===== config.mk =====
export PLATFORM = sky130hd
export DESIGN_NAME = ld_str_unit
export DESIGN_NICKNAME = d
export VERILOG_FILES = /design/src/rtl/lc3b_types.sv /design/src/rtl/dispatch_if.sv /design/src/rtl/issue_if.sv /design/src/rtl/ls_station_entry.sv /design/src/rtl/ls_order_ctrl.sv /design/src/rtl/dmem_port.sv /design/src/rtl/ld_str_unit.sv
export SDC_FILE = /design/constraint.sdc
export NUM_CORES = 1
export LEC_CHECK = 0
export BUFFER_PORTS_ARGS = -buffer_cell sky130_fd_sc_hd__buf_2
export CELL_PAD_IN_SITES_DETAIL_PLACEMENT = 1
export CELL_PAD_IN_SITES_GLOBAL_PLACEMENT = 1
export CORE_AREA = 4 4 188 190
export CTS_BUF_LIST = sky130_fd_sc_hd__clkbuf_8
export DETAILED_ROUTE_END_ITERATION = 7
export DIE_AREA = 0 0 192 194
export MAX_ROUTING_LAYER = met4
export PLACE_DENSITY = 0.86
export SLEW_MARGIN = 20
export SYNTH_ARGS = -nofsm -noshare
export SYNTH_HDL_FRONTEND = slang
export SYNTH_SLANG_ARGS = --single-unit
export TNS_END_PERCENT = 1

===== constraint.sdc =====
create_clock -name clk -period 4.9 [get_ports clk]
set_clock_uncertainty 0.2 [all_clocks]
set_input_delay 1.47 -clock clk [delete_from_list [all_inputs] [get_ports clk]]
set_output_delay 1.47 -clock clk [all_outputs]
set_load 0.01 [all_outputs]

===== src/rtl/lc3b_types.sv =====
`default_nettype none

package lc3b_types;

	typedef logic [15:0] lc3b_word;

	typedef enum logic [3:0] {
		op_br   = 4'b0000,
		op_add  = 4'b0001,
		op_ldb  = 4'b0010,
		op_stb  = 4'b0011,
		op_jsr  = 4'b0100,
		op_and  = 4'b0101,
		op_ldr  = 4'b0110,
		op_str  = 4'b0111,
		op_rti  = 4'b1000,
		op_not  = 4'b1001,
		op_ldi  = 4'b1010,
		op_sti  = 4'b1011,
		op_jmp  = 4'b1100,
		op_shf  = 4'b1101,
		op_lea  = 4'b1110,
		op_trap = 4'b1111
	} lc3b_opcode;

	localparam int tag_bits = 3;

	typedef logic [tag_bits-1:0] lc3b_tag;

	// One enable bit per byte lane, bit 1 is the high byte.
	typedef logic [1:0] lc3b_mem_wmask;

	typedef struct packed {
		logic valid;
		lc3b_tag tag;
		lc3b_word data;
	} cdb_t;

	typedef struct packed {
		lc3b_opcode opcode;
		lc3b_word addr;
		lc3b_word wdata;
		lc3b_mem_wmask byte_enable;
		lc3b_tag dest;
	} mem_req_t;

endpackage

`default_nettype wire


===== src/rtl/dispatch_if.sv =====
`timescale 1ns/100ps
`default_nettype none

interface dispatch_if;
	import lc3b_types::*;

	lc3b_opcode opcode;
	lc3b_word vbase;
	logic vbase_valid;
	lc3b_tag qbase;
	lc3b_word vsrc;
	logic vsrc_valid;
	lc3b_tag qsrc;
	lc3b_word offset;
	lc3b_tag dest;

	modport source (output opcode, vbase, vbase_valid, qbase, vsrc, vsrc_valid, qsrc,
		offset, dest);

	modport sink (input opcode, vbase, vbase_valid, qbase, vsrc, vsrc_valid, qsrc,
		offset, dest);

endinterface

`default_nettype wire


===== src/rtl/issue_if.sv =====
`timescale 1ns/100ps
`default_nettype none

interface issue_if #(parameter int num_entries = 4);

	localparam int idx_bits = (num_entries > 1) ? $clog2(num_entries) : 1;

	logic start;
	logic [idx_bits-1:0] head_idx;
	logic done;
	// High while the port holds a load.
	logic is_load;

	modport ctrl (output start, head_idx, input done, is_load);

	modport port (input start, head_idx, output done, is_load);

endinterface

`default_nettype wire


===== src/rtl/ls_station_entry.sv =====
`timescale 1ns/100ps
`default_nettype none

module ls_station_entry
(
	input logic clk,
	input logic rst,
	input logic flush,
	input logic alloc,
	input logic free,
	dispatch_if.sink disp,
	input lc3b_types::cdb_t cdb_in,
	output logic valid,
	output logic ready,
	output lc3b_types::mem_req_t req
);
	import lc3b_types::*;

	logic busy;
	logic base_ok;
	logic src_ok;
	lc3b_opcode opcode_q;
	lc3b_word base_q;
	lc3b_word src_q;
	lc3b_word offset_q;
	lc3b_tag qbase_q;
	lc3b_tag qsrc_q;
	lc3b_tag dest_q;
	lc3b_word addr;
	logic is_store;
	logic snoop_base;
	logic snoop_src;

	assign is_store = (opcode_q == op_str) | (opcode_q == op_stb);

	// Broadcasts in the dispatch cycle are not seen.
	assign snoop_base = cdb_in.valid & (cdb_in.tag == qbase_q) & busy & ~base_ok;
	assign snoop_src = cdb_in.valid & (cdb_in.tag == qsrc_q) & busy & ~src_ok & is_store;

	always_ff @(posedge clk)
	begin
		if (rst | flush)
		begin
			busy <= 1'b0;
			base_ok <= 1'b0;
			src_ok <= 1'b0;
		end
		else if (alloc)
		begin
			busy <= 1'b1;
			base_ok <= disp.vbase_valid;
			src_ok <= disp.vsrc_valid;
		end
		else
		begin
			if (free)
				busy <= 1'b0;
			if (snoop_base)
				base_ok <= 1'b1;
			if (snoop_src)
				src_ok <= 1'b1;
		end
	end

	always_ff @(posedge clk)
	begin
		if (alloc)
		begin
			opcode_q <= disp.opcode;
			base_q <= disp.vbase;
			qbase_q <= disp.qbase;
			src_q <= disp.vsrc;
			qsrc_q <= disp.qsrc;
			offset_q <= disp.offset;
			dest_q <= disp.dest;
		end
		else
		begin
			if (snoop_base)
				base_q <= cdb_in.data;
			if (snoop_src)
				src_q <= cdb_in.data;
		end
	end

	assign addr = base_q + offset_q;

	assign valid = busy;
	assign ready = busy & base_ok & (~is_store | src_ok);

	always_comb
	begin
		req.opcode = opcode_q;
		req.addr = addr;
		req.dest = dest_q;
		req.wdata = src_q;
		req.byte_enable = 2'b11;
		if (opcode_q == op_stb)
		begin
			// Low source byte goes to the lane picked by addr bit 0.
			req.wdata = addr[0] ? {src_q[7:0], 8'h00} : {8'h00, src_q[7:0]};
			req.byte_enable = addr[0] ? 2'b10 : 2'b01;
		end
	end

endmodule

`default_nettype wire


===== src/rtl/ls_order_ctrl.sv =====
`timescale 1ns/100ps
`default_nettype none

module ls_order_ctrl #(parameter int num_entries = 4)
(
	input logic clk,
	input logic rst,
	input logic flush,
	input logic we,
	input logic [num_entries-1:0] valid_vec,
	input logic [num_entries-1:0] ready_vec,
	output logic [num_entries-1:0] alloc_vec,
	output logic [num_entries-1:0] free_vec,
	output logic full,
	issue_if.ctrl iss
);

	localparam int idx_bits = (num_entries > 1) ? $clog2(num_entries) : 1;
	localparam int cnt_bits = idx_bits + 1;

	logic [idx_bits-1:0] head;
	logic [idx_bits-1:0] tail;
	logic [cnt_bits-1:0] count;
	logic in_flight;
	logic stale;
	logic bcast_wait;
	logic do_alloc;
	logic do_free;

	assign full = (count == cnt_bits'(num_entries));
	assign do_alloc = we & ~full;
	// A response for an access issued before a flush frees nothing.
	assign do_free = iss.done & ~stale;

	assign alloc_vec = do_alloc ? (num_entries'(1) << tail) : '0;
	assign free_vec = do_free ? (num_entries'(1) << head) : '0;

	assign iss.head_idx = head;
	assign iss.start = ~flush & ~in_flight & valid_vec[head] & ready_vec[head];

	always_ff @(posedge clk)
	begin
		if (rst | flush)
		begin
			head <= '0;
			tail <= '0;
			count <= '0;
		end
		else
		begin
			if (do_alloc)
				tail <= tail + 1'b1;
			if (do_free)
				head <= head + 1'b1;
			if (do_alloc & ~do_free)
				count <= count + 1'b1;
			else if (do_free & ~do_alloc)
				count <= count - 1'b1;
		end
	end

	// Port tracking survives a flush, the access still runs to its response.
	always_ff @(posedge clk)
	begin
		if (rst)
		begin
			in_flight <= 1'b0;
			stale <= 1'b0;
			bcast_wait <= 1'b0;
		end
		else
		begin
			bcast_wait <= iss.done & iss.is_load;
			// A load keeps the port one more cycle for its CDB beat.
			if (iss.start)
				in_flight <= 1'b1;
			else if ((iss.done & ~iss.is_load) | bcast_wait)
				in_flight <= 1'b0;
			if (iss.done)
				stale <= 1'b0;
			else if (flush & in_flight & ~bcast_wait)
				stale <= 1'b1;
		end
	end

endmodule

`default_nettype wire


===== src/rtl/dmem_port.sv =====
`timescale 1ns/100ps
`default_nettype none

module dmem_port #(parameter int num_entries = 4)
(
	input logic clk,
	input logic rst,
	input logic flush,
	input lc3b_types::mem_req_t reqs [num_entries],
	input lc3b_types::lc3b_word dmem_rdata,
	input logic dmem_resp,
	issue_if.port iss,
	output lc3b_types::lc3b_word dmem_addr,
	output lc3b_types::lc3b_word dmem_wdata,
	output logic dmem_read,
	output logic dmem_write,
	output lc3b_types::lc3b_mem_wmask dmem_byte_enable,
	output lc3b_types::cdb_t cdb_out
);
	import lc3b_types::*;

	mem_req_t req_q;
	mem_req_t sel_req;
	logic sel_load;
	logic active;
	logic flushed;
	logic cdb_valid_q;
	lc3b_tag cdb_tag_q;
	lc3b_word cdb_data_q;
	lc3b_word load_data;

	assign sel_req = reqs[iss.head_idx];
	assign sel_load = (sel_req.opcode == op_ldr) | (sel_req.opcode == op_ldb);

	assign active = dmem_read | dmem_write;
	assign iss.done = dmem_resp & active;
	assign iss.is_load = dmem_read;

	assign dmem_addr = req_q.addr;
	assign dmem_wdata = req_q.wdata;
	assign dmem_byte_enable = req_q.byte_enable;

	always_comb
	begin
		if (req_q.opcode == op_ldb)
			load_data = req_q.addr[0] ? {8'h00, dmem_rdata[15:8]} : {8'h00, dmem_rdata[7:0]};
		else
			load_data = dmem_rdata;
	end

	always_ff @(posedge clk)
	begin
		if (rst)
		begin
			dmem_read <= 1'b0;
			dmem_write <= 1'b0;
			flushed <= 1'b0;
			cdb_valid_q <= 1'b0;
		end
		else
		begin
			cdb_valid_q <= iss.done & dmem_read & ~flushed & ~flush;
			if (iss.start)
			begin
				dmem_read <= sel_load;
				dmem_write <= ~sel_load;
			end
			else if (dmem_resp)
			begin
				dmem_read <= 1'b0;
				dmem_write <= 1'b0;
			end
			if (iss.done)
				flushed <= 1'b0;
			else if (flush & active)
				flushed <= 1'b1;
		end
	end

	always_ff @(posedge clk)
	begin
		if (iss.start)
			req_q <= sel_req;
		if (iss.done)
		begin
			cdb_tag_q <= req_q.dest;
			cdb_data_q <= load_data;
		end
	end

	assign cdb_out = '{valid: cdb_valid_q, tag: cdb_tag_q, data: cdb_data_q};

endmodule

`default_nettype wire


===== src/rtl/ld_str_unit.sv =====
`timescale 1ns/100ps
`default_nettype none

module ld_str_unit #(parameter int num_entries = 4)
(
	input logic clk,
	input logic rst,
	input logic flush,
	input logic we,
	input lc3b_types::lc3b_opcode opcode,
	input lc3b_types::lc3b_word vbase,
	input logic vbase_valid,
	input lc3b_types::lc3b_tag qbase,
	input lc3b_types::lc3b_word vsrc,
	input logic vsrc_valid,
	input lc3b_types::lc3b_tag qsrc,
	input lc3b_types::lc3b_word offset,
	input lc3b_types::lc3b_tag dest,
	output logic full,
	input logic cdb_in_valid,
	input lc3b_types::lc3b_tag cdb_in_tag,
	input lc3b_types::lc3b_word cdb_in_data,
	output logic cdb_out_valid,
	output lc3b_types::lc3b_tag cdb_out_tag,
	output lc3b_types::lc3b_word cdb_out_data,
	output lc3b_types::lc3b_word dmem_addr,
	output logic dmem_read,
	output logic dmem_write,
	output lc3b_types::lc3b_word dmem_wdata,
	output lc3b_types::lc3b_mem_wmask dmem_byte_enable,
	input lc3b_types::lc3b_word dmem_rdata,
	input logic dmem_resp
);
	import lc3b_types::*;

	logic [num_entries-1:0] valid_vec;
	logic [num_entries-1:0] ready_vec;
	logic [num_entries-1:0] alloc_vec;
	logic [num_entries-1:0] free_vec;
	mem_req_t reqs [num_entries];
	cdb_t cdb_in;
	cdb_t cdb_out;

	dispatch_if disp ();
	issue_if #(.num_entries(num_entries)) iss ();

	assign disp.opcode = opcode;
	assign disp.vbase = vbase;
	assign disp.vbase_valid = vbase_valid;
	assign disp.qbase = qbase;
	assign disp.vsrc = vsrc;
	assign disp.vsrc_valid = vsrc_valid;
	assign disp.qsrc = qsrc;
	assign disp.offset = offset;
	assign disp.dest = dest;

	assign cdb_in = '{valid: cdb_in_valid, tag: cdb_in_tag, data: cdb_in_data};
	assign cdb_out_valid = cdb_out.valid;
	assign cdb_out_tag = cdb_out.tag;
	assign cdb_out_data = cdb_out.data;

	ls_order_ctrl #(.num_entries(num_entries)) ctrl_inst (
		.clk(clk),
		.rst(rst),
		.flush(flush),
		.we(we),
		.valid_vec(valid_vec),
		.ready_vec(ready_vec),
		.alloc_vec(alloc_vec),
		.free_vec(free_vec),
		.full(full),
		.iss(iss.ctrl)
	);

	for (genvar i = 0; i < num_entries; i++)
	begin : g_entry
		ls_station_entry entry_inst (
			.clk(clk),
			.rst(rst),
			.flush(flush),
			.alloc(alloc_vec[i]),
			.free(free_vec[i]),
			.disp(disp.sink),
			.cdb_in(cdb_in),
			.valid(valid_vec[i]),
			.ready(ready_vec[i]),
			.req(reqs[i])
		);
	end

	dmem_port #(.num_entries(num_entries)) port_inst (
		.clk(clk),
		.rst(rst),
		.flush(flush),
		.reqs(reqs),
		.dmem_rdata(dmem_rdata),
		.dmem_resp(dmem_resp),
		.iss(iss.port),
		.dmem_addr(dmem_addr),
		.dmem_wdata(dmem_wdata),
		.dmem_read(dmem_read),
		.dmem_write(dmem_write),
		.dmem_byte_enable(dmem_byte_enable),
		.cdb_out(cdb_out)
	);

endmodule

`default_nettype wire


======== Word-level counts from Yosys, hierarchy flattened ========
Cells that the tools add are included.
operators by class
  bitwise operators ....................... 86
  mux-type cells .......................... 70
  reduce and logical (&&, ||, !) cells .... 16
  eq/ne operators ......................... 20
  add/subtract/negate cells ............... 8
  magnitude comparators ................... 2
  shift-type cells ........................ 2
operators with widths
  operator             count
  $mux 16              21
  $bmux 41 s2          1
  $mux 41              2
  $mux 18              4
  $add 16x16->16       4
  $and 1x1->1          51
  $mux 1               31
  $reduce_bool 2->1    15
  $eq 3x3->1           8
  $eq 4x2->1 const B   6
  $not 1->1            22
  $eq 4x3->1 const B   5
  $or 1x1->1           12
  $mux 2               4
  $mux 4               2
  $mux 8               1
  $shl 1x2->4 const A  2
  $mux 3               2
  $add 2x1->2 const B  2
  $bmux 1 s2           2
  $add 3x1->3 const B  1
  $eq 3x3->1 const B   1
  $ge 3x3->1 const B   1
  $lt 2x3->1 const B   1
  other kinds (3)      3
storage, ports and cells
  logic and storage cells ................. 261
  output and inout bits ................... 57
  flip-flop bits (word level) ............. 330
  bits of input ports ..................... 104

======== Longest topological paths before layout ========
Gate-level depths: netlist (run 1).
  depth after elaboration ................. 10
  depth in mapped cells ................... 9
  gate-level depth less buffers ........... 9

======== Cells and area by module ========
From an unflattened synthesis (run 1), not the netlist that was laid out.
unflattened totals
  cell total of the unflattened synthesis .. 1525
  area, all modules ....................... 17381.7 um^2
modules (own cells, without submodules)
  module                                        cells an instance  instances  sequential area each (um^2)  area each (um^2)
  ls_station_entry (g_entry[0].entry_inst ...)  325                2          1891.8                       3369.5
  dmem_port                                     182                1          1881.8                       3360.7
  ls_station_entry (g_entry[2].entry_inst)      315                1          1891.8                       3345.7
  ls_station_entry (g_entry[3].entry_inst)      302                1          1891.8                       3253.1
  ls_order_ctrl                                 76                 1          200.2                        683.2

======== Worst setup path after synthesis (run 1) ========
Ideal clock, no wire load.
  path type ............................... in2reg
  start point ............................. in flush
  end point ............................... reg port_inst.dmem_read
  path slack .............................. 230 ps
  library setup time ...................... 127 ps
  buffers on the path ..................... 0
  arrival time ............................ 4342 ps
  required time ........................... 4573 ps
  stages on the path ...................... 3
  cell sequence ........................... nor4_2 -> or3b_1 -> a21oi_1
on the way
  word-level cells in the longest chain between the ends .. 5
  elaborated cells between the ends (all ways) .. 6
  classes of those cells .................. 1 x mux; 4 x bitwise; 1 x reduce/logical
RTL lines
  what                                                RTL line             text
  from (decl)                                         ld_str_unit.sv:8     input logic flush,
  $not 1->1 *                                         ls_order_ctrl.sv:39  assign iss.start = ~flush & ~in_flight & valid_vec[head] & ready_vec[head];
  $and 1x1->1 * (3 in series)                         ls_order_ctrl.sv:39
  $mux 1 / $reduce_bool 2->1 (equally long branches)  --
  to (signal assigned)                                dmem_port.sv:65      dmem_read <= sel_load;
  to (decl)                                           dmem_port.sv:15      output logic dmem_read,
Mark *: on every way between the ends. The rest lies on a longest branch, timed or not.
A chain may end at the register's enable or synchronous reset.

==> results of run 1 <==
==> placed cells by master, fill, tap and decap left out, types with 16 or more instances in the layout <==
cell / count
sky130_fd_sc_hd__inv_1: 39
sky130_fd_sc_hd__nor2_1: 61
sky130_fd_sc_hd__edfxtp_1: 304
sky130_fd_sc_hd__a21oi_1: 65
sky130_fd_sc_hd__a21o_1: 23
sky130_fd_sc_hd__xor2_1: 42
sky130_fd_sc_hd__nand3_1: 38
sky130_fd_sc_hd__clkbuf_8: 56
sky130_fd_sc_hd__o21ai_0: 28
sky130_fd_sc_hd__a31oi_1: 16
sky130_fd_sc_hd__a221oi_1: 18
sky130_fd_sc_hd__nand2_1: 388
sky130_fd_sc_hd__a211oi_1: 27
sky130_fd_sc_hd__dfxtp_1: 24
sky130_fd_sc_hd__xnor2_1: 38
sky130_fd_sc_hd__and3_1: 22
sky130_fd_sc_hd__ha_1: 69
sky130_fd_sc_hd__buf_2: 160
sky130_fd_sc_hd__buf_4: 22
==> flip-flops by register name, indices dropped and copies added, names as in the netlist, 12 cells and up <==
| register | cells |
|---|---|
| g_entry.entry_inst.base_q | 64 |
| g_entry.entry_inst.offset_q | 64 |
| g_entry.entry_inst.src_q | 64 |
| g_entry.entry_inst.opcode_q | 16 |
| port_inst.cdb_data_q | 16 |
| port_inst.dmem_addr | 16 |
| port_inst.dmem_wdata | 16 |
| g_entry.entry_inst.dest_q | 12 |
| g_entry.entry_inst.qbase_q | 12 |
| g_entry.entry_inst.qsrc_q | 12 |
==> metal layers <==
metal / up-vias / wire, µm / global-route usage
li1: 5599 / - / -
met1: 6374 / 21100 / 0.374
met2: 685 / 26400 / 0.473
met3: 129 / 4920 / 0.0614
met4: 0 / 2130 / 0.102
met5: - / 0 / -
==> final cells by class <==
cell class                      count  share of cell area
Tap cell                          448              0.0299
Timing Repair Buffer              185              0.0548
Sequential cell                   330               0.516
Clock inverter                     39              0.0117
Clock buffer                       56              0.0412
Inverter                           23             0.00461
Multi-Input combinational cell   1014               0.342
==> logic make-up after synthesis <==
kind of cell	Yosys count	share of synthesized area
buffers and inverters	108	0.0336
flip-flops	330	0.582
AO/OA/AOI/OAI	257	0.107
XOR/XNOR	80	0.0423
multiplexers	29	0.0280
AND/OR/NAND/NOR	574	0.149
adder cells (fa/ha/maj)	74	0.0581
==> cell usage after synthesis, types with 16 or more instances <==
library cell	n
sky130_fd_sc_hd__a211oi_1	27
sky130_fd_sc_hd__xor2_1	42
sky130_fd_sc_hd__inv_1	19
sky130_fd_sc_hd__edfxtp_1	304
sky130_fd_sc_hd__o21ai_0	29
sky130_fd_sc_hd__a21o_1	23
sky130_fd_sc_hd__nand3_1	38
sky130_fd_sc_hd__nand2_1	388
sky130_fd_sc_hd__ha_1	69
sky130_fd_sc_hd__buf_4	34
sky130_fd_sc_hd__a21oi_1	65
sky130_fd_sc_hd__buf_2	19
sky130_fd_sc_hd__nor2_1	61
sky130_fd_sc_hd__a31oi_1	16
sky130_fd_sc_hd__a221oi_1	18
sky130_fd_sc_hd__xnor2_1	38
sky130_fd_sc_hd__and3_1	22
sky130_fd_sc_hd__clkbuf_1	29
sky130_fd_sc_hd__dfxtp_1	26
==> power by group <==
part / switching, mW / leakage, nW / internal (mW)
combinational: 0.409 / 3.84 / 0.241
sequential: 0.0414 / 2.99 / 3.18
clock: 1.12 / 0.582 / 1.16
total: 1.57 / 7.41 / 4.58
==> worst paths after layout <==
| kind | to | slack (ns) |
|---|---|---|
| setup / recovery | port_inst.dmem_addr[14]$_DFFE_PP_ | 1.48 |
| hold / removal | port_inst.cdb_tag_q[0]$_DFFE_PN_ | 0.23 |
| setup reg to reg | port_inst.dmem_addr[14]$_DFFE_PP_ | 1.48 |
| hold reg to reg | port_inst.cdb_tag_q[0]$_DFFE_PN_ | 0.23 |
==> stage by stage <==
step | util | cells
5_1_grt | 0.560 | 2095
3_5_place_dp | 0.530 | 2000
2_1_floorplan | - | 1452
4_1_cts | 0.560 | 2095
3_3_place_gp | 0.530 | 2000
6_report | 0.560 | 2095
==> flow_summary.json, run 1 <==
{
  "run_status": "finished clean",
  "cell_depth_of_the_worst_flop_to_flop_path": 9,
  "globalplace.congestion": 0.982,
  "worstPathBufferInverterCount": 0,
  "critPathTopFamily": "compound AO/OA/AOI/OAI gates",
  "clkSlewWorstSetupHoldPaths_ns": 0.06,
  "i_o_buffers": 160,
  "leakage_nw": 7.41,
  "wire_per_inst_um": 26.0,
  "cells_traversed_along_the_worst_timing_path": "ha_1 -> fa_1 -> a211oi_1 -> o21bai_1 -> a21oi_2 -> o221ai_1 -> or4_1 -> o211ai_1 -> a211oi_1",
  "finalHoldViolations": 0,
  "initial_core_util": 0.496,
  "worst_setup_path_start_kind": "register",
  "dr_total_vias": 12800,
  "tightest_slew_ns": 0.886,
  "cell_count_along_the_critical_path": 9,
  "syn2layout_area_growth_pct": 12.9,
  "ff_latch_area_um2": 9650,
  "grt_antenna_before_repair": 0,
  "filler_cell_count": 3522,
  "synthCells": 1452,
  "max_cap_violation_count": 0,
  "ctsResizeCount": 0,
  "finalWorstSetupSlack_ns": 1.48,
  "synth.net_count": 1630,
  "cts.repair_timing.setup_buffer_count": 0,
  "numCtsBuffers": 53,
  "async_flop_share": 0,
  "end_kind": "register",
  "max_slew_margin": 0.409,
  "setup-tns-final_ns": 0,
  "max_stage_delay_ns": 0.47,
  "cts.root.buffer_cell": "sky130_fd_sc_hd__clkbuf_8",
  "grt_max_degree": 48,
  "final-max-slew-violation-count": 0,
  "n_antenna_cell": 0,
  "fin_crit_sh": 0.699,
  "post_cts_hold_buffer_count": 0,
  "fin_hold_ws_ns": 0.232,
  "synth.top_cells.by_area": "sky130_fd_sc_hd__edfxtp_1 55%, sky130_fd_sc_hd__nand2_1 8.8%, sky130_fd_sc_hd__ha_1 5.2%",
  "setup_violators_final": 0,
  "yosys_register_bits": 330,
  "timing.fmax_mhz": 292,
  "core_um2": 33400,
  "grt_pass1_vias": 13400,
  "main_synth_ff_type": "sky130_fd_sc_hd__edfxtp_1",
  "global_route.overflow_total": 0,
  "path_max_fanout": 4,
  "critPathKind": "reg2reg",
  "clk_sink_count": 330,
  "power_density_nw_per_um2": 329,
  "detail_route.vias_per_cell": 6.10,
  "worstHoldStart": "port_inst.req_q[0]$_DFFE_PP_",
  "num_io_pins": 161,
  "drc": 0,
  "critical_path.reg2reg.startpoint": "g_entry[2].entry_inst.offset_q[0]$_DFFE_PP_",
  "critPathMostFrequentCell": "sky130_fd_sc_hd__a211oi_1",
  "post-synth-top-area-fraction": 0.551,
  "final_nets": 1785,
  "postPlaceCellArea_um2": 17700,
  "power.total_mw": 6.15,
  "fin_area_um2": 18700,
  "worstHoldPathType": "reg2reg",
  "fp.dieArea_um2": 37200,
  "cts_h_tree_lvls": 2,
  "synth_edf_count": 304,
  "final_antenna_net_count": 0,
  "irDropWorstVdd_mv": 0.213,
  "die_width_um": 192,
  "worst_skew_pair.late_latency_ns": 0.60,
  "detailedRoute.firstPassIterationCount": 6,
  "post-dp-hpwl_mm": 39.9,
  "critical_path.slowest_cell": "sky130_fd_sc_hd__or4_1",
  "syn_avg_cell_area_um2": 11.4,
  "maximum_buffer_depth_of_the_clock_tree": 3,
  "ys_seq_area_frac": 0.582,
  "synth_cell_type_count": 69,
  "timing.critical_path.from": "g_entry[2].entry_inst.offset_q[0]$_DFFE_PP_",
  "syn_area_um2": 16600,
  "multiInputGateArea_um2": 6410,
  "dieHeight_um": 194,
  "drt_iter0_markers": 1129,
  "timing.hold.worst_path_depth": 0,
  "synth.largest_area_cell": "sky130_fd_sc_hd__edfxtp_1",
  "crit_required_ns": 5.03,
  "layout-drive-gt1-share": 0.189,
  "finalWorstPathRequiredPeriod_ns": 3.42,
  "worst_ep_arrival_time_ns": 3.55,
  "synthesis_warnings": 0,
  "cts_tree": "yes",
  "place_worst_setup_slack_ns": 1.11,
  "grt_first_pass_wirelength_mm": 80.8,
  "groute.usage.overall": 0.295,
  "rsz0062_at_grt": "no",
  "drt_wl_total_mm": 54.6,
  "floorplan.rows": 67
}
(Power assumes the default switching activity.)
==> inputs of run 2 (changes only) <==
Clock period 4.9 ns to 3.45 ns, I/O delays scaled along.
==> run 2 against run 1 <==
Against the previous run:
- setup slack lost 1.1 ns
- register-to-register slack lost 1.1 ns
- critical path depth is the same
- worst hold slack lost 0.013 ns
- power grew 45%
- critical endpoint is now port_inst.dmem_addr[10]$_DFFE_PP_
- largest cell class unchanged
==> flow_summary.json, run 2 (synthesized netlist as in run 1, its figures left out) <==
{
  "fin_crit_sh": 0.899,
  "ctsResizeCount": 0,
  "worstHoldStart": "port_inst.req_q[0]$_DFFE_PP_",
  "dieHeight_um": 194,
  "pwr-share-seq": 0.510,
  "timing.fmax_mhz": 322,
  "finalWorstPathRequiredPeriod_ns": 3.10,
  "i_o_buffers": 160,
  "max_slew_margin": 0.424,
  "power.switching_mw": 2.30,
  "fin_area_um2": 18900,
  "clk_sink_count": 330,
  "crit_required_ns": 3.63,
  "end_kind": "register",
  "power_density_nw_per_um2": 474,
  "worst_setup_path_start_kind": "register",
  "syn2layout_area_growth_pct": 13.8,
  "detailedRoute.firstPassIterationCount": 5,
  "detail_route.vias_per_cell": 6.04,
  "dr_total_vias": 12700,
  "power.share.combinational": 0.105,
  "worst_ep_arrival_time_ns": 3.28,
  "drt_iter0_markers": 1327,
  "numCtsBuffers": 55,
  "commonest_cells_after_routing_fill_and_taps_aside": "388 x sky130_fd_sc_hd__nand2_1, 304 x sky130_fd_sc_hd__edfxtp_1, 160 x sky130_fd_sc_hd__buf_2",
  "run_status": "finished clean",
  "drt_wl_total_mm": 54.0,
  "post-dp-hpwl_mm": 39.7,
  "reg2reg_setup_slack_ns": 0.35,
  "num_io_pins": 161,
  "cts_h_tree_lvls": 2,
  "setup_violators_final": 0,
  "crit-reg2reg-capture": "port_inst.dmem_addr[10]$_DFFE_PP_",
  "setup-tns-final_ns": 0,
  "endpoint_with_the_worst_hold_slack": "port_inst.cdb_tag_q[0]$_DFFE_PN_",
  "most_common_cell_after_layout_fill_and_taps_aside": "sky130_fd_sc_hd__nand2_1",
  "grt_first_pass_wirelength_mm": 80.3,
  "power.total_mw": 8.95,
  "worstHoldPathType": "reg2reg",
  "cts.root.buffer_cell": "sky130_fd_sc_hd__clkbuf_8",
  "final_nets": 1795,
  "grt_max_degree": 63,
  "max_cap_violation_count": 0,
  "wire_per_inst_um": 25.6,
  "path_max_fanout": 3,
  "clock_network_power_share": 0.385,
  "n_antenna_cell": 0,
  "fp.dieArea_um2": 37200,
  "postPlaceCellArea_um2": 17800,
  "rsz0062_at_grt": "no",
  "internal_power_mw": 6.65,
  "drc": 0,
  "layout-drive-gt1-share": 0.196,
  "post_cts_hold_buffer_count": 0,
  "floorplan.rows": 67,
  "grt_pass1_vias": 13500,
  "cts.repair_timing.setup_buffer_count": 0,
  "die_width_um": 192,
  "critical_path.reg2reg.startpoint": "g_entry[0].entry_inst.base_q[0]$_DFFE_PP_",
  "filler_cell_count": 3560,
  "critPathKind": "reg2reg",
  "clkSlewWorstSetupHoldPaths_ns": 0.06,
  "global_route.overflow_total": 0,
  "maximum_buffer_depth_of_the_clock_tree": 3,
  "finalHoldViolations": 0,
  "globalplace.congestion": 0.944,
  "final-max-slew-violation-count": 0,
  "timing.hold.worst_path_depth": 0,
  "largest_registers": "g_entry.entry_inst.base_q (64), g_entry.entry_inst.offset_q (64), g_entry.entry_inst.src_q (64)",
  "irDropWorstVdd_mv": 0.329,
  "final_cells": 2107,
  "tightest_slew_ns": 0.863,
  "fin_hold_ws_ns": 0.220,
  "cell_depth_of_the_worst_flop_to_flop_path": 9,
  "final_antenna_net_count": 0,
  "cts_tree": "yes",
  "leakage_nw": 7.47,
  "worst_skew_pair.late_latency_ns": 0.65,
  "groute.usage.overall": 0.293,
  "swShare": 0.257,
  "core_um2": 33400,
  "initial_core_util": 0.496,
  "grt_antenna_before_repair": 0,
  "place_inst": 2008
}
## run 2: how the worst max path moves through the flow
| stage | start | endpoint | slack, ns | cells past startpoint |
|---|---|---|---|---|
| 4_1_cts | g_entry[0].entry_inst.base_q[0]$_DFFE_PP_ | port_inst.dmem_addr[10]$_DFFE_PP_ | 0.37 | 9 |
| 6_report | g_entry[0].entry_inst.base_q[0]$_DFFE_PP_ | port_inst.dmem_addr[10]$_DFFE_PP_ | 0.35 | 9 |
| 3_3_place_gp | dmem_resp | ctrl_inst.count[2]$_SDFFE_PP0P_ | 0.38 | 10 |
| 5_1_grt | g_entry[0].entry_inst.base_q[0]$_DFFE_PP_ | port_inst.dmem_addr[10]$_DFFE_PP_ | 0.15 | 9 |
| 3_5_place_dp | dmem_resp | ctrl_inst.count[2]$_SDFFE_PP0P_ | 0.32 | 10 |
| 2_1_floorplan | cdb_in_tag[2] | g_entry[3].entry_inst.base_ok$_SDFFE_PP0P_ | -0.55 | 4 |
## run 2: final cells by class
cell class,count,area [µm²],area share
clock buffers,55,757,0.0401
clock inverters,44,300,0.0159
inverters,23,86.3,0.00458
multi-input cells,1014,6410,0.340
flip-flops and latches,330,9650,0.512
well taps,448,561,0.0297
repair buffers,193,1100,0.0582
## run 2: stage by stage
step | utilization | setup WS (ns)
after floorplan | - | -0.546
after global placement | 0.532 | 0.376
after detailed placement | 0.532 | 0.316
after CTS | 0.564 | 0.374
after global routing | 0.564 | 0.150
final | 0.564 | 0.347
## run 2: critical path, stage by stage, from the launching register on
cell                       delay (ns)
sky130_fd_sc_hd__edfxtp_1        0.37
sky130_fd_sc_hd__ha_1            0.22
sky130_fd_sc_hd__fa_1            0.42
sky130_fd_sc_hd__a21oi_1         0.26
sky130_fd_sc_hd__o21ai_1         0.16
sky130_fd_sc_hd__o31ai_1         0.55
sky130_fd_sc_hd__o21ai_0         0.20
sky130_fd_sc_hd__xnor2_1         0.17
sky130_fd_sc_hd__o22ai_1         0.21
sky130_fd_sc_hd__a211oi_1        0.08
## run 2: metal layers
layer  global-route usage  routed length, µm  vias up
met2                0.462              26200      593
met5                    -                  0        -
met1                0.372              21000     6358
met3               0.0526               4260      149
met4                0.130               2550        0
li1                     -                  -     5630
## run 2: power groups by stage
stage | registers (mW) | clock network [mW] | logic, mW
3_5_place_dp | 4.64 | 0 | 0.919
3_3_place_gp | 4.64 | 0 | 0.866
2_1_floorplan | 4.62 | 0 | 0.552
6_report | 4.56 | 3.44 | 0.941
5_1_grt | 4.57 | 3.68 | 1.01
4_1_cts | 4.56 | 3.49 | 0.927
